`src/source/draw_pkg.sv`:
```
package draw_pkg;

	// Phases of one game step
	typedef enum logic [3:0] {
		WAIT,
		ERASE,
		MOVE,
		COLLIDE,
		RESOLVE,
		BRICK,
		BALL,
		PADDLE,
		DONE,
		OVER
	} frame_state_t;

	// Which rectangle the plot engine walks
	typedef enum logic [1:0] {L_BALL, L_BRICK, L_PADDLE, L_ERASE} plot_layer_t;

	typedef logic [2:0] colour_t;

	localparam colour_t BLACK = 3'd0;
	localparam colour_t BALL_COLOUR = 3'd7;
	localparam colour_t PADDLE_COLOUR = 3'd2;
	localparam colour_t BRICK_COLOUR1 = 3'd4;   // One hit left
	localparam colour_t BRICK_COLOUR2 = 3'd6;

endpackage

```
`src/source/game_pkg.sv`:
```
package game_pkg;

	typedef logic [1:0] health_t;   // Hits left on one brick
	typedef logic [7:0] coord_t;    // Pixel coordinate on either axis

	// Frame
	localparam int SCREEN_W = 160;
	localparam int SCREEN_H = 120;

	// Ball
	localparam int BALL_SIZE = 2;
	localparam int BALL_X0 = 80;
	localparam int BALL_Y0 = 100;
	localparam int BALL_X_MAX = SCREEN_W - BALL_SIZE;   // Last legal top-left x
	localparam int BALL_Y_MAX = SCREEN_H - BALL_SIZE;

	// Paddle
	localparam int PADDLE_W = 16;
	localparam int PADDLE_Y = 112;
	localparam int PADDLE_START = 72;
	localparam int PADDLE_STEP = 2;
	localparam int PADDLE_X_MAX = SCREEN_W - PADDLE_W;

	// Brick grid, packed edge to edge
	localparam int BRICK_W = 16;
	localparam int BRICK_H = 4;
	localparam int BRICK_COLS = 8;
	localparam int BRICK_ROWS = 2;
	localparam int N_BRICKS = BRICK_COLS * BRICK_ROWS;
	localparam int BRICK_IDX_W = $clog2(N_BRICKS);
	localparam int BRICK_X0 = 16;
	localparam int BRICK_Y0 = 16;

	// Level 0 is the full wall, tougher top row
	localparam health_t LEVEL0_HEALTH [N_BRICKS] = '{
		2'd2, 2'd2, 2'd2, 2'd2, 2'd2, 2'd2, 2'd2, 2'd2,
		2'd1, 2'd1, 2'd1, 2'd1, 2'd1, 2'd1, 2'd1, 2'd1
	};
	localparam health_t LEVEL1_HEALTH [N_BRICKS] = '{3: 2'd1, default: 2'd0};

	// Frame tick spacing in clocks
	localparam int FRAME_CYCLES = 256;
	localparam int FRAME_CNT_W = $clog2(FRAME_CYCLES);

endpackage
```
`src/source/brickbreaker.sv`:
```
`timescale 1ns/1ns

module brickbreaker (
	input  logic                          clk,
	input  logic                          resetn,
	input  logic                          start,
	input  logic                          left,
	input  logic                          right,
	input  logic                          level,
	output game_pkg::coord_t              plot_x,
	output game_pkg::coord_t              plot_y,
	output draw_pkg::colour_t             plot_colour,
	output logic                          plot_en,
	output logic                          frame_done,
	output game_pkg::coord_t              ball_x,
	output game_pkg::coord_t              ball_y,
	output logic [game_pkg::N_BRICKS-1:0] brick_alive,
	output logic                          win,
	output logic                          loss
);
	import game_pkg::*;
	import draw_pkg::*;

	logic move_go;
	logic collide_go;
	logic resolve_go;
	logic probe;
	logic bounce_y;
	logic any_hit;
	logic rect_start;
	logic rect_done;
	plot_layer_t plot_layer;
	coord_t paddle_x;
	logic [N_BRICKS-1:0] hit;
	health_t health [N_BRICKS];
	logic [BRICK_IDX_W-1:0] hit_index;
	health_t hit_health;

	frame_sequencer u_seq (
		.clk(clk), .resetn(resetn), .start(start),
		.any_hit(any_hit), .win(win), .loss(loss), .rect_done(rect_done),
		.move_go(move_go), .collide_go(collide_go), .resolve_go(resolve_go),
		.plot_layer(plot_layer), .rect_start(rect_start), .frame_done(frame_done)
	);

	ball_motion u_ball (
		.clk(clk), .resetn(resetn),
		.move_go(move_go), .collide_go(collide_go), .resolve_go(resolve_go),
		.bounce_y(bounce_y), .paddle_x(paddle_x),
		.ball_x(ball_x), .ball_y(ball_y), .probe(probe), .loss(loss)
	);

	paddle u_paddle (
		.clk(clk), .resetn(resetn), .left(left), .right(right),
		.move_go(move_go), .paddle_x(paddle_x)
	);

	// Each cell sees the ball shifted into its own corner
	for (genvar i = 0; i < N_BRICKS; i++) begin : g_brick
		localparam coord_t CELL_X = coord_t'(BRICK_X0 + (i % BRICK_COLS) * BRICK_W);
		localparam coord_t CELL_Y = coord_t'(BRICK_Y0 + (i / BRICK_COLS) * BRICK_H);
		coord_t rel_x;
		coord_t rel_y;
		health_t init_health;

		assign rel_x = ball_x - CELL_X;
		assign rel_y = ball_y - CELL_Y;
		assign init_health = level ? LEVEL1_HEALTH[i] : LEVEL0_HEALTH[i];

		brick_cell u_cell (
			.clk(clk), .resetn(resetn), .init_health(init_health),
			.ball_x(rel_x), .ball_y(rel_y), .probe(probe),
			.hit(hit[i]), .health(health[i])
		);

		assign brick_alive[i] = (health[i] != '0);
	end

	hit_resolver u_resolve (
		.clk(clk), .resetn(resetn), .hit(hit), .health(health),
		.bounce_y(bounce_y), .any_hit(any_hit),
		.hit_index(hit_index), .hit_health(hit_health), .win(win)
	);

	plot_engine u_plot (
		.clk(clk), .resetn(resetn), .rect_start(rect_start), .plot_layer(plot_layer),
		.ball_x(ball_x), .ball_y(ball_y), .paddle_x(paddle_x),
		.hit_index(hit_index), .hit_health(hit_health),
		.plot_x(plot_x), .plot_y(plot_y), .plot_colour(plot_colour),
		.plot_en(plot_en), .rect_done(rect_done)
	);

endmodule

```
`src/source/plot_engine.sv`:
```
`timescale 1ns/1ns

module plot_engine (
	input  logic                             clk,
	input  logic                             resetn,
	input  logic                             rect_start,
	input  draw_pkg::plot_layer_t            plot_layer,
	input  game_pkg::coord_t                 ball_x,
	input  game_pkg::coord_t                 ball_y,
	input  game_pkg::coord_t                 paddle_x,
	input  logic [game_pkg::BRICK_IDX_W-1:0] hit_index,
	input  game_pkg::health_t                hit_health,
	output game_pkg::coord_t                 plot_x,
	output game_pkg::coord_t                 plot_y,
	output draw_pkg::colour_t                plot_colour,
	output logic                             plot_en,
	output logic                             rect_done
);
	import game_pkg::*;
	import draw_pkg::*;

	plot_layer_t layer;   // Latched at start
	logic active;
	logic [3:0] cx;
	logic [1:0] cy;
	logic [3:0] w_last;
	logic [1:0] h_last;
	coord_t org_x;
	coord_t org_y;
	logic last_pixel;

	always_comb begin
		org_x = ball_x;
		org_y = ball_y;
		w_last = 4'(BALL_SIZE - 1);
		h_last = 2'(BALL_SIZE - 1);
		plot_colour = BALL_COLOUR;
		case (layer)
			L_ERASE: plot_colour = BLACK;   // Ball not moved yet
			L_BRICK: begin
				org_x = coord_t'(BRICK_X0 + (hit_index % BRICK_COLS) * BRICK_W);
				org_y = coord_t'(BRICK_Y0 + (hit_index / BRICK_COLS) * BRICK_H);
				w_last = 4'(BRICK_W - 1);
				h_last = 2'(BRICK_H - 1);
				if (hit_health == 2'd0)
					plot_colour = BLACK;
				else if (hit_health == 2'd1)
					plot_colour = BRICK_COLOUR1;
				else
					plot_colour = BRICK_COLOUR2;
			end
			L_PADDLE: begin
				org_x = paddle_x;
				org_y = coord_t'(PADDLE_Y);
				w_last = 4'(PADDLE_W - 1);
				h_last = 2'd0;
				plot_colour = PADDLE_COLOUR;
			end
			default: plot_colour = BALL_COLOUR;
		endcase
	end

	assign last_pixel = (cx == w_last) && (cy == h_last);

	// Row-major walk, a new start overrides the end of the old one
	always_ff @(posedge clk) begin
		if (!resetn) begin
			active <= 1'b0;
			layer <= L_BALL;
			cx <= '0;
			cy <= '0;
		end else if (rect_start) begin
			active <= 1'b1;
			layer <= plot_layer;
			cx <= '0;
			cy <= '0;
		end else if (active) begin
			if (cx == w_last) begin
				cx <= '0;
				cy <= cy + 2'd1;
				if (cy == h_last)
					active <= 1'b0;
			end else begin
				cx <= cx + 4'd1;
			end
		end
	end

	assign plot_x = org_x + {4'b0, cx};
	assign plot_y = org_y + {6'b0, cy};
	assign plot_en = active;
	assign rect_done = active && last_pixel;

endmodule

```
`src/source/paddle.sv`:
```
`timescale 1ns/1ns

module paddle (
	input  logic             clk,
	input  logic             resetn,
	input  logic             left,
	input  logic             right,
	input  logic             move_go,
	output game_pkg::coord_t paddle_x
);
	import game_pkg::*;

	logic go_left;
	logic go_right;

	// Both held cancel out
	assign go_left = left && !right;
	assign go_right = right && !left;

	always_ff @(posedge clk) begin
		if (!resetn) begin
			paddle_x <= coord_t'(PADDLE_START);
		end else if (move_go) begin
			if (go_left)
				paddle_x <= (paddle_x < coord_t'(PADDLE_STEP)) ? '0 :
					paddle_x - coord_t'(PADDLE_STEP);
			else if (go_right)
				paddle_x <= (paddle_x > coord_t'(PADDLE_X_MAX - PADDLE_STEP)) ?
					coord_t'(PADDLE_X_MAX) : paddle_x + coord_t'(PADDLE_STEP);
		end
	end

endmodule

```
`src/source/hit_resolver.sv`:
```
`timescale 1ns/1ns

module hit_resolver (
	input  logic                                 clk,
	input  logic                                 resetn,
	input  logic [game_pkg::N_BRICKS-1:0]        hit,
	input  game_pkg::health_t                    health [game_pkg::N_BRICKS],
	output logic                                 bounce_y,
	output logic                                 any_hit,
	output logic [game_pkg::BRICK_IDX_W-1:0]     hit_index,
	output game_pkg::health_t                    hit_health,
	output logic                                 win
);
	import game_pkg::*;

	logic [BRICK_IDX_W-1:0] first_hit;
	logic all_clear;

	// Lowest index wins, scanning down so it overwrites last
	always_comb begin
		first_hit = '0;
		for (int i = N_BRICKS - 1; i >= 0; i--) begin
			if (hit[i])
				first_hit = BRICK_IDX_W'(i);
		end
	end

	always_comb begin
		all_clear = 1'b1;
		for (int i = 0; i < N_BRICKS; i++) begin
			if (health[i] != '0)
				all_clear = 1'b0;
		end
	end

	always_ff @(posedge clk) begin
		if (!resetn) begin
			any_hit <= 1'b0;
			win <= 1'b0;
		end else begin
			any_hit <= |hit;              // High during RESOLVE only
			win <= win | all_clear;
		end
	end

	// Cell still shows the old health while hit is up
	always_ff @(posedge clk) begin
		if (|hit) begin
			hit_index <= first_hit;
			hit_health <= health[first_hit] - 2'd1;
		end
	end

	assign bounce_y = any_hit;

endmodule

```
`src/source/brick_cell.sv`:
```
`timescale 1ns/1ns

// Ball coordinates arrive relative to this brick's top-left corner
module brick_cell (
	input  logic              clk,
	input  logic              resetn,
	input  game_pkg::health_t init_health,
	input  game_pkg::coord_t  ball_x,
	input  game_pkg::coord_t  ball_y,
	input  logic              probe,
	output logic              hit,
	output game_pkg::health_t health
);
	import game_pkg::*;

	coord_t span_x;
	coord_t span_y;
	logic overlap;
	logic alive;

	// Shift so any touching position lands in a small unsigned window,
	// a ball left of or above the brick wraps far out of it
	assign span_x = ball_x + coord_t'(BALL_SIZE - 1);
	assign span_y = ball_y + coord_t'(BALL_SIZE - 1);

	assign overlap = (span_x < coord_t'(BRICK_W + BALL_SIZE - 1)) &&
		(span_y < coord_t'(BRICK_H + BALL_SIZE - 1));

	assign alive = (health != '0);
	assign hit = probe && overlap && alive;

	always_ff @(posedge clk) begin
		if (!resetn)
			health <= init_health;   // Level table picked at reset
		else if (hit)
			health <= health - 2'd1;
	end

endmodule

```
`src/source/ball_motion.sv`:
```
`timescale 1ns/1ns

module ball_motion (
	input  logic             clk,
	input  logic             resetn,
	input  logic             move_go,
	input  logic             collide_go,
	input  logic             resolve_go,
	input  logic             bounce_y,
	input  game_pkg::coord_t paddle_x,
	output game_pkg::coord_t ball_x,
	output game_pkg::coord_t ball_y,
	output logic             probe,
	output logic             loss
);
	import game_pkg::*;

	logic dx_pos;    // 1 moves right
	logic dy_down;   // 1 moves down
	logic next_dx;
	logic next_dy;
	logic on_paddle;
	logic falls;
	coord_t next_x;
	coord_t next_y;

	// Bottom row lands on the paddle row next step, spans overlap
	assign on_paddle = (ball_y == coord_t'(PADDLE_Y - BALL_SIZE)) &&
		(ball_x + BALL_SIZE - 1 >= paddle_x) &&
		(ball_x <= paddle_x + PADDLE_W - 1);

	// Walls and paddle flip first, then the step uses the new direction
	always_comb begin
		next_dx = dx_pos;
		if (dx_pos && ball_x == coord_t'(BALL_X_MAX))
			next_dx = 1'b0;
		else if (!dx_pos && ball_x == '0)
			next_dx = 1'b1;

		next_dy = dy_down;
		if (!dy_down && ball_y == '0)
			next_dy = 1'b1;
		else if (dy_down && on_paddle)
			next_dy = 1'b0;

		next_x = next_dx ? ball_x + 8'd1 : ball_x - 8'd1;
		next_y = next_dy ? ball_y + 8'd1 : ball_y - 8'd1;
		falls = next_dy && (ball_y >= coord_t'(BALL_Y_MAX));
	end

	always_ff @(posedge clk) begin
		if (!resetn) begin
			ball_x <= coord_t'(BALL_X0);
			ball_y <= coord_t'(BALL_Y0);
			dx_pos <= 1'b1;
			dy_down <= 1'b0;
			loss <= 1'b0;
		end else if (move_go && !loss) begin
			if (falls) begin
				loss <= 1'b1;   // Ball stays put below the last legal row
			end else begin
				ball_x <= next_x;
				ball_y <= next_y;
				dx_pos <= next_dx;
				dy_down <= next_dy;
			end
		end else if (resolve_go && bounce_y) begin
			dy_down <= ~dy_down;
		end
	end

	assign probe = collide_go;   // Broadcast to every cell

endmodule

```
`src/source/frame_sequencer.sv`:
```
`timescale 1ns/1ns

module frame_sequencer (
	input  logic                   clk,
	input  logic                   resetn,
	input  logic                   start,
	input  logic                   any_hit,
	input  logic                   win,
	input  logic                   loss,
	input  logic                   rect_done,
	output logic                   move_go,
	output logic                   collide_go,
	output logic                   resolve_go,
	output draw_pkg::plot_layer_t  plot_layer,
	output logic                   rect_start,
	output logic                   frame_done
);
	import game_pkg::*;
	import draw_pkg::*;

	frame_state_t state;
	frame_state_t next_state;
	logic armed;
	logic [FRAME_CNT_W-1:0] tick_cnt;
	logic tick;

	// Game clock runs free once start has been seen
	always_ff @(posedge clk) begin
		if (!resetn) begin
			armed <= 1'b0;
			tick_cnt <= '0;
		end else begin
			if (start)
				armed <= 1'b1;
			if (armed && state != OVER)
				tick_cnt <= tick_cnt + 1'b1;
		end
	end

	assign tick = armed && (tick_cnt == FRAME_CNT_W'(FRAME_CYCLES - 1));

	// Plot phases start the next rectangle on the cycle they hand over
	always_comb begin
		next_state = state;
		rect_start = 1'b0;
		plot_layer = L_ERASE;
		case (state)
			WAIT: begin
				if (tick) begin
					next_state = ERASE;
					rect_start = 1'b1;
				end
			end
			ERASE: if (rect_done) next_state = MOVE;
			MOVE: next_state = COLLIDE;
			COLLIDE: next_state = RESOLVE;   // Cells test the moved ball here
			RESOLVE: begin
				rect_start = 1'b1;
				if (any_hit) begin
					next_state = BRICK;
					plot_layer = L_BRICK;
				end else begin
					next_state = BALL;
					plot_layer = L_BALL;
				end
			end
			BRICK: begin
				plot_layer = L_BALL;
				if (rect_done) begin
					next_state = BALL;
					rect_start = 1'b1;
				end
			end
			BALL: begin
				plot_layer = L_PADDLE;
				if (rect_done) begin
					next_state = PADDLE;
					rect_start = 1'b1;
				end
			end
			PADDLE: if (rect_done) next_state = DONE;
			DONE: next_state = (win || loss) ? OVER : WAIT;
			OVER: next_state = OVER;   // Held until reset
			default: next_state = WAIT;
		endcase
	end

	always_ff @(posedge clk) begin
		if (!resetn)
			state <= WAIT;
		else
			state <= next_state;
	end

	assign move_go = (state == MOVE);
	assign collide_go = (state == COLLIDE);
	assign resolve_go = (state == RESOLVE);
	assign frame_done = (state == DONE);

endmodule

```
`config.mk`:
```
export PLATFORM = sky130hd
export DESIGN_NAME = brickbreaker
export DESIGN_NICKNAME = d
export VERILOG_FILES = /design/src/source/draw_pkg.sv /design/src/source/game_pkg.sv /design/src/source/brickbreaker.sv /design/src/source/plot_engine.sv /design/src/source/paddle.sv /design/src/source/hit_resolver.sv /design/src/source/brick_cell.sv /design/src/source/ball_motion.sv /design/src/source/frame_sequencer.sv
export SDC_FILE = /design/constraint.sdc
export NUM_CORES = 1
export LEC_CHECK = 0
export BUFFER_PORTS_ARGS = -buffer_cell sky130_fd_sc_hd__buf_2
export CAP_MARGIN = 25
export CORE_ASPECT_RATIO = 0.75
export CORE_MARGIN = 2
export CORE_UTILIZATION = 50
export DETAILED_ROUTE_END_ITERATION = 8
export PLACE_DENSITY = 0.8
export REMOVE_ABC_BUFFERS = 1
export SLEW_MARGIN = 20
export SYNTH_ARGS = -nofsm -noshare
export SYNTH_HDL_FRONTEND = slang
export SYNTH_SLANG_ARGS = --single-unit
```
`constraint.sdc`:
```
create_clock -name clk -period 7.6 [get_ports clk]
set_input_delay 2.28 -clock clk [delete_from_list [all_inputs] [get_ports clk]]
set_output_delay 2.28 -clock clk [all_outputs]
set_load 0.02 [all_outputs]
```
==> reports/metrics.csv, run 1 <==
metric,value,unit
clockPowerShare,29.3,%
post-cts-setup-buffers,0,
design.core.area,15100,um2
synth_area_leaders,"edfxtp_1 15%, dfxtp_1 13%, ha_1 11%",
syn_avg_cell_area,8.14,um2
synthFlopType,dfxtp_1,
switching_share,37.6,%
row_count,39,
cts_tree,built,
start_util,50.6,%
fin_worst_skew,0.0119,ns
synth_common_cells,"96 x nor2_1, 82 x inv_1, 70 x nand2_1",
final_cell_count_no_fill,1162,
synth-edff-count,38,
postCtsHoldBufs,0,
fin_crit_sh,78.0,%
peakVddDrop,99.7,uV
synthMostInstantiatedCell,nor2_1,
setup_viol,0,
p_total,1680,uW
hold_depth,2,
p_int,1050,uW
viasPerCell,6.02,
yosys_warnings,0,
clockBufferDepth,2,
gr-total-overflow,0,
power_density,204,nW/um2
place_ws,1.79,ns
via_count,6999,
worst_pin_slew,1.05,ns
htree_levels,3,
synth_top_area_share,15.0,%
drv_slew,0,
place.gp.congestion,0.957,
critical_path.max_stage_delay,0.73,ns
drt-total-wl,19.4,mm
port_buffers,60,
power_frac_comb,33.5,%
placedCellCount,1146,
synth_largest_area_cell,edfxtp_1,
syn_area,7620,um2
syn_inst,937,
ys_ff_latch,88,
rsz0062_at_grt,no,
path_class,flip-flop to flip-flop,
clkLatencyLatePin,0.35,ns
area_growth,8.19,%
hp-start,u_seq.tick_cnt[5],
grt.total_usage,24.2,%
power_leakage,0.00351,uW
crit_path_cell_trace,"ha_1, nand3_1, xnor2_1, nand4_1, a21oi_1, a31oi_1, o32ai_1, xor2_1, ha_1, a2111oi_0, o22ai_1, ha_1, a21o_1, a21oi_1, nor2b_1, o21a_1, o21ai_0, nand2b_1, a21oi_1, xnor2_1, nand2_1, xor2_1, nor2_1",
hold_end,u_seq.tick_cnt[5],
min_path_type,flip-flop to flip-flop,
critical_path_arrival,6.13,ns
grt_pass1_vias,6463,
r2r_start,u_ball.ball_x[2],
clk_pin_slew,0.07,ns
drc,0,
first_pass_iters,6,
async_flop_share,0,%
io_pins,61,
period_needed,5.93,ns
end_kind,flip-flop,
synth_cell_types,76,
hold_viol_final,0,
grt_pass1_wl,32.5,mm
die-area,16300,um2
max_freq,0.169,GHz
slew_headroom,29.7,%
r2r_setup_slack,1.67,ns
rr_endpoint,u_ball.ball_y[7],
diodes,0,
numCtsBuffers,9,
r2r_cells,23,
final_nets,1032,
routedWlPerCell,16.7,um
cp_slowest_cell,dfxtp_1,
drv_cap,0,
cts-root-buf,clkbuf_16,
clock_sinks,88,
fin_hold_ws,0.486,ns
ant_nets,0,
switching_power,633,uW
p_seq_share,37.1,%
dpl.hpwl,14.3,mm
post-route-worst-setup-slack,1.67,ns
die_h,111,um
cts_resized,0,
drive_above_1_share,10.4,%
cp-start-kind,flip-flop,
antenna_found_initial,0,
path_max_fanout,19,
drt_iter0_markers,868,
fin_setup_tns,0,ns
status,"complete, no violations",
synth-seq-area-share,28.1,%
dieWidth,147,um
crit_required,7.80,ns
grt_max_degree,49,
registers in the layout (all words and copies together), names as in the netlist, 2 cells and up:
name	flops
u_plot.cx	4
u_plot.cy	2
u_plot.layer	2
u_resolve.hit_health	2
u_seq.tick_cnt	8
u_ball.ball_y	8
g_brick.u_cell.health	32
u_paddle.paddle_x	7
u_seq.state	4
u_resolve.hit_index	4
u_ball.ball_x	8
cell usage in the layout, fill, tap and decap left out, types with 4 or more instances in the layout:
cell type / instances
nor2_1: 96
inv_1: 82
nand2_1: 70
ha_1: 69
a21oi_1: 63
buf_2: 60
dfxtp_1: 50
o21ai_0: 41
edfxtp_1: 38
nand3_1: 37
xnor2_1: 30
xor2_1: 29
nand2b_1: 20
nand4_1: 19
nor3_1: 18
a21o_1: 17
nor4_1: 14
nor2b_1: 13
and3_1: 12
a211oi_1: 12
and2_1: 10
clkbuf_16: 10
or3_1: 9
mux2i_1: 8
or4_1: 8
o21a_1: 7
o22ai_1: 7
a31oi_1: 5
and4_1: 5
a22oi_1: 5
fa_1: 5
nand4b_1: 4
mux4_2: 4
o31ai_1: 4
a32o_1: 4
critical path, delay by kind of cell, from the launching register on:
family	cells	cell delay (ns)
xor+xnor	4	0.76
compound gates	10	2.36
flops	1	0.73
fa+ha+maj	3	1.24
simple gates	6	0.68
power groups by stage:
stage               registers (uW)  logic [uW]  clock network [uW]
floorplan                      629         398                   0
global placement               629         540                   0
detailed placement             632         555                   0
CTS                            622         562                 499
global route                   635         624                 518
finish                         625         564                 493
per-layer routing:
layer / vias to the layer above / GRT usage (%) / share of wire [%] / routed length (um)
met5: - / 0 / 0 / 0
met4: 0 / 6.80 / 1.5 / 301
met3: 30 / 4.03 / 9.5 / 1850
met2: 357 / 36.2 / 42 / 8080
met1: 3238 / 35.8 / 47 / 9200
li1: 3374 / - / - / -
cell families after synthesis:
group	after synthesis	share of synthesized area (%)
buffers and inverters	142	7.81
AO/OA/AOI/OAI	214	19.1
XOR/XNOR	59	6.78
multiplexers	14	2.53
AND/OR/NAND/NOR	345	22.9
flip-flops	88	28.1
adder cells (fa/ha/maj)	75	12.8
worst max-delay path by stage:
stage                                start          endpoint  slack [ns]  cells after the start
after detailed placement  u_ball.ball_x[2]  u_ball.ball_y[7]        1.79                     23
after global routing      u_ball.ball_x[2]  u_ball.ball_y[7]        1.09                     23
after floorplan           u_ball.ball_x[2]  u_ball.ball_y[7]        2.52                     23
final                     u_ball.ball_x[2]  u_ball.ball_y[7]        1.67                     23
after global placement    u_ball.ball_x[2]  u_ball.ball_y[7]        2.02                     23
after CTS                 u_ball.ball_x[2]  u_ball.ball_y[7]        1.71                     23
metrics by stage:
stage / cell area, um2 / utilization (%)
floorplan: 7340 / -
global placement: 7920 / 52.5
detailed placement: 7920 / 52.5
CTS: 8250 / 54.7
global route: 8250 / 54.7
finish: 8250 / 54.7
layout make-up:
cell class              count  area, um2
clock inverters             5       70.1
repair buffers             63        323
multi-input cells         707       4890
clock buffers              11        258
flip-flops and latches     88       2140
inverters                  83        312
well taps                 205        256
fillers                  1357       6830
No activity file was read; power rests on OpenSTA's default activity.
==> run 2: changes to the inputs <==
==> constraint.sdc (replaced) <==
create_clock -name clk -period 5.9 [get_ports clk]
set_input_delay 1.77 -clock clk [delete_from_list [all_inputs] [get_ports clk]]
set_output_delay 1.77 -clock clk [all_outputs]
set_load 0.02 [all_outputs]
==> run 2 against run 1 <==
Net effect: worst setup slack got worse by 0.99 ns; flip-flop and latch count unchanged; largest cell class unchanged; count of clock-buffer cells in the layout unchanged; critical endpoint is now plot_x[7]; design area increased by 0.52%; highest routed layer unchanged; critical path depth decreased by 12; sequential share of layout area decreased by 0.13 points; global-route usage increased by 0.68 points.
==> reports/metrics.csv, run 2 (same netlist as run 1, synthesis figures left out) <==
metric,value,unit
status,"complete, no violations",
row_count,39,
crit_start,u_plot.layer[0],
hold_viol_final,0,
drt_iter0_markers,650,
antenna_found_initial,0,
final_nets,1044,
cts_resized,0,
port_buffers,60,
clockPowerShare,26.8,%
cts_tree,built,
power_frac_comb,35.4,%
cp-start-kind,flip-flop,
clk_pin_slew,0.07,ns
clock_sinks,88,
switching_share,38.4,%
area_growth,8.75,%
setup_viol,0,
p_int,1290,uW
hp-start,u_seq.tick_cnt[5],
grt.total_usage,24.9,%
io_pins,61,
first_pass_iters,5,
drv_cap,0,
seqCellArea,2140,um2
drv_slew,0,
max_freq,0.192,GHz
gr-total-overflow,0,
peakVddDrop,139,uV
p_total,2100,uW
slew_headroom,37.7,%
die-area,16300,um2
dieWidth,147,um
start_util,50.6,%
post-route-util,55.0,%
final_common_cell,nor2_1,
design.core.area,15100,um2
r2r_start,u_ball.ball_x[0],
path_max_fanout,13,
largest_reg_flops,32,
rsz0062_at_grt,no,
fin_setup_tns,0,ns
post-cts-setup-buffers,0,
clkLatencyLatePin,0.36,ns
clockBufferDepth,2,
htree_levels,3,
path_class,flip-flop to output port,
via_count,7017,
routedWlPerCell,16.9,um
power_leakage,0.00354,uW
period_needed,5.22,ns
grt_pass1_vias,6396,
diodes,0,
multi_input_area,4890,um2
final_cell_mix,"96 x nor2_1, 82 x inv_1, 70 x nand2_1",
grt_max_degree,49,
viasPerCell,5.98,
dpl.hpwl,14.8,mm
end_kind,output port,
crit_required,4.13,ns
critical_path_arrival,3.45,ns
drive_above_1_share,11.4,%
min_path_type,flip-flop to flip-flop,
cts-root-buf,clkbuf_16,
p_seq_share,37.8,%
switching_power,808,uW
fin_crit_sh,88.4,%
drt-total-wl,19.9,mm
fin_worst_skew,0.0103,ns
regMostFlops,g_brick.u_cell.health,
grt_pass1_wl,32.9,mm
postCtsHoldBufs,0,
place.gp.congestion,0.955,
numCtsBuffers,9,
power_density,254,nW/um2
die_h,111,um
worst_pin_slew,0.934,ns
nFillCells,1400,
ant_nets,0,
drc,0,
[run 2: cell types whose count changed in the layout (fill, tap and decap cells not counted), sizes merged]
cell      before  now
buf           63   75
bufinv         1    0
clkinvlp       0    1
[run 2: worst max-delay path, cell delays in order (launching register included)]
cell     delay, ns
dfxtp_1       0.38
inv_1         0.09
ha_1          0.49
o21ai_0       0.60
ha_1          0.35
a21o_1        0.15
a21oi_1       0.23
nor2b_1       0.07
o21ai_0       0.26
nor3_1        0.11
xnor2_1       0.17
buf_2         0.18
[run 2: worst paths after layout]
path	slack, ns	depth (start not counted)	to
max	0.68	11	plot_x[7]
min	0.49	2	u_seq.tick_cnt[5]
max reg2reg	0.77	25	u_ball.ball_y[7]
min reg2reg	0.49	2	u_seq.tick_cnt[5]
[run 2: layer usage]
layer  vias to the layer above  global-route usage, %  wire length [um]
li1                       3397                      -                 -
met1                      3294                   37.1              9400
met2                       297                   35.8              8400
met3                        29                   5.56              1740
met4                         0                   7.12               316
met5                         -                      0                 0
[run 2: stage by stage]
step | setup slack, ns | instance area (um2) | instances | hold WS [ns]
6_report | 0.682 | 8290 | 1174 | 0.489
5_1_grt | 0.322 | 8290 | 1174 | 0.519
4_1_cts | 0.706 | 8290 | 1174 | 0.494
3_5_place_dp | 0.790 | 8010 | 1158 | 0.485
3_3_place_gp | 0.914 | 8010 | 1158 | 0.468
2_1_floorplan | 0.816 | 7340 | 878 | 0.452
[run 2: layout make-up]
class,instances,area share [%]
Clock inverter,5,0.453
Inverter,83,3.76
Tap cell,205,3.09
Clock buffer,11,2.93
Multi-Input combinational cell,707,58.9
Timing Repair Buffer,75,4.98
Sequential cell,88,25.8
[run 2: power by group through the flow]
stage          Clock, uW  Sequential, uW  Combinational (uW)
6_report             564             795                 743
5_1_grt              593             807                 829
4_1_cts              570             793                 740
3_5_place_dp           0             806                 733
3_3_place_gp           0             801                 718
2_1_floorplan          0             810                 512
==> run 3: changes to the inputs <==
--- a/config.mk
+++ b/config.mk
@@ -5,13 +5,14 @@
 export SDC_FILE = /design/constraint.sdc
 export NUM_CORES = 1
 export LEC_CHECK = 0
+export ABC_AREA = 1
 export BUFFER_PORTS_ARGS = -buffer_cell sky130_fd_sc_hd__buf_2
 export CAP_MARGIN = 25
 export CORE_ASPECT_RATIO = 0.75
 export CORE_MARGIN = 2
 export CORE_UTILIZATION = 50
 export DETAILED_ROUTE_END_ITERATION = 8
-export PLACE_DENSITY = 0.8
+export PLACE_DENSITY_LB_ADDON = 0.3
 export REMOVE_ABC_BUFFERS = 1
 export SLEW_MARGIN = 20
 export SYNTH_ARGS = -nofsm -noshare
==> run 3 against run 2 <==
Net effect: worst hold slack worse by 0.020 ns; clock power is 4.3% higher; highest routed layer unchanged; sequential share of layout area is 0.56 points lower; critical endpoint unchanged; fmax is 1.5% higher.
==> reports/metrics.csv, run 3 <==
metric,value,unit
postCtsHoldBufs,0,
fin_worst_skew,0.0143,ns
synthFlopType,dfxtp_1,
cts_resized,0,
ant_nets,0,
yosys_warnings,0,
grt.total_usage,27.0,%
ys_ff_latch,88,
synth_cell_types,60,
nFillCells,1494,
path_max_fanout,18,
dpl.hpwl,16.7,mm
design.core.area,15300,um2
post-cts-setup-buffers,0,
diodes,0,
routedWlPerCell,16.3,um
crit_required,4.13,ns
clockPowerShare,19.5,%
drc,0,
clk_pin_slew,0.07,ns
gr-total-overflow,0,
final_cell_mix,"211 x nand2_1, 152 x inv_1, 88 x nor2_1",
drt-total-wl,21.9,mm
first_pass_iters,8,
slew_headroom,33.5,%
fin_setup_tns,0,ns
power_leakage,0.00412,uW
io_pins,61,
fin_hold_ws,0.469,ns
path_class,flip-flop to output port,
syn_area,7860,um2
synthMostInstantiatedCell,nand2_1,
synth-seq-area-share,27.3,%
row_count,39,
synth-edff-count,38,
dieWidth,149,um
power_frac_comb,51.5,%
cp-start-kind,flip-flop,
syn_inst,1109,
htree_levels,3,
period_needed,5.14,ns
area_growth,7.82,%
cts_tree,built,
port_buffers,60,
critical_path_arrival,3.37,ns
place.gp.congestion,0.954,
p_seq_share,29.0,%
synth_top_area_share,14.5,%
regMostFlops,g_brick.u_cell.health,
p_int,1570,uW
setup_viol,0,
switching_power,1450,uW
worst_pin_slew,0.986,ns
grt_max_degree,47,
grt_pass1_wl,36.1,mm
end_kind,output port,
synth_largest_area_cell,edfxtp_1,
async_flop_share,0,%
clockBufferDepth,2,
die_h,113,um
antenna_found_initial,0,
min_path_type,flip-flop to flip-flop,
start_util,51.3,%
numCtsBuffers,9,
clkLatencyLatePin,0.36,ns
hold_viol_final,0,
drv_cap,0,
die-area,16700,um2
drv_slew,0,
viasPerCell,5.70,
final_nets,1217,
via_count,7673,
fin_crit_sh,87.1,%
rsz0062_at_grt,no,
final_common_cell,nand2_1,
max_freq,0.195,GHz
drt_iter0_markers,823,
grt_pass1_vias,7093,
switching_share,48.0,%
peakVddDrop,255,uV
cts-root-buf,clkbuf_16,
clock_sinks,88,
largest_reg_flops,32,
status,"complete, no violations",
synth_common_cells,"211 x nand2_1, 152 x inv_1, 88 x nor2_1",
power_density,356,nW/um2
synth_area_leaders,"edfxtp_1 15%, dfxtp_1 13%, ha_1 11%",
syn_avg_cell_area,7.09,um2
drive_above_1_share,12.3,%
==> run 3: cell count changes after synthesis, moves of 15 or more <==
cell / previous run / this run
a21o_1: 17 / 1
xnor2_1: 30 / 13
nand2_1: 70 / 211
nand2b_1: 20 / 0
o21ai_0: 41 / 65
clkbuf_1: 36 / 15
nand4_1: 19 / 34
nand3_1: 37 / 85
inv_1: 82 / 152
==> run 3: critical path, stage by stage (launching register included) <==
cell and delay (ns):
dfxtp_1 0.40, inv_1 0.08, ha_1 0.65, nand2_1 0.37, o22ai_1 0.39, ha_1 0.30
nand3_1 0.07, nand3_1 0.11, a21o_1 0.17, nand2_1 0.09, nor3_1 0.07, xnor2_1 0.14
buf_2 0.18
==> run 3: layout make-up <==
class                   instances  area [um2]  area share, %
flip-flops and latches         88        2140           25.3
clock inverters                 6        48.8          0.576
inverters                     168         631           7.44
repair buffers                 63         323           3.81
clock buffers                  10         250           2.95
well taps                     205         256           3.03
multi-input cells             807        4820           56.9
==> run 3: worst paths after layout <==
| kind | start | to | slack, ns | depth (start not counted) |
|---|---|---|---|---|
| worst max-delay path | u_plot.layer[0] | plot_x[7] | 0.76 | 12 |
| worst min-delay path | u_seq.tick_cnt[4] | u_seq.tick_cnt[4] | 0.47 | 2 |
| worst max register to register | u_ball.ball_x[2] | u_ball.ball_y[7] | 1.17 | 25 |
| worst min register to register | u_seq.tick_cnt[4] | u_seq.tick_cnt[4] | 0.47 | 2 |
==> run 3: metrics by stage <==
stage / std cells / cell area [um2] / setup WS, ns / power (uW) / utilization (%)
detailed placement: 1331 / 8170 / 1.20 / 2410 / 53.3
finish: 1347 / 8470 / 0.761 / 3020 / 55.3
global route: 1347 / 8470 / 0.497 / 3260 / 55.3
CTS: 1347 / 8470 / 0.781 / 3010 / 55.3
global placement: 1331 / 8170 / 1.24 / 2390 / 53.3
floorplan: 1063 / 7590 / 1.59 / 1990 / -
==> run 3: power by group through the flow <==
stage               clock network (uW)  logic, uW  registers [uW]
finish                             588       1560             874
global route                       619       1750             890
CTS                                596       1540             869
detailed placement                   0       1530             884
global placement                     0       1510             881
floorplan                            0       1110             881
==> run 3: kinds of logic (layout without fill, tap and decap cells) <==
kind of cell    count (synthesis)  after routing  share of synthesized area (%)
simple gates                  505            505                           30.2
buf+inv                       214            247                           11.4
compound gates                180            180                           13.4
flops                          88             88                           27.3
fa+ha+maj                      74             74                           12.3
xor+xnor                       48             48                           5.54
==> run 3: per-layer routing <==
layer	vias to the layer above	GRT usage [%]	wire, um
met1	3519	40.1	10600
met5	-	0	0
met3	51	6.91	2080
met4	0	8.70	512
li1	3776	-	-
met2	327	38.2	8800
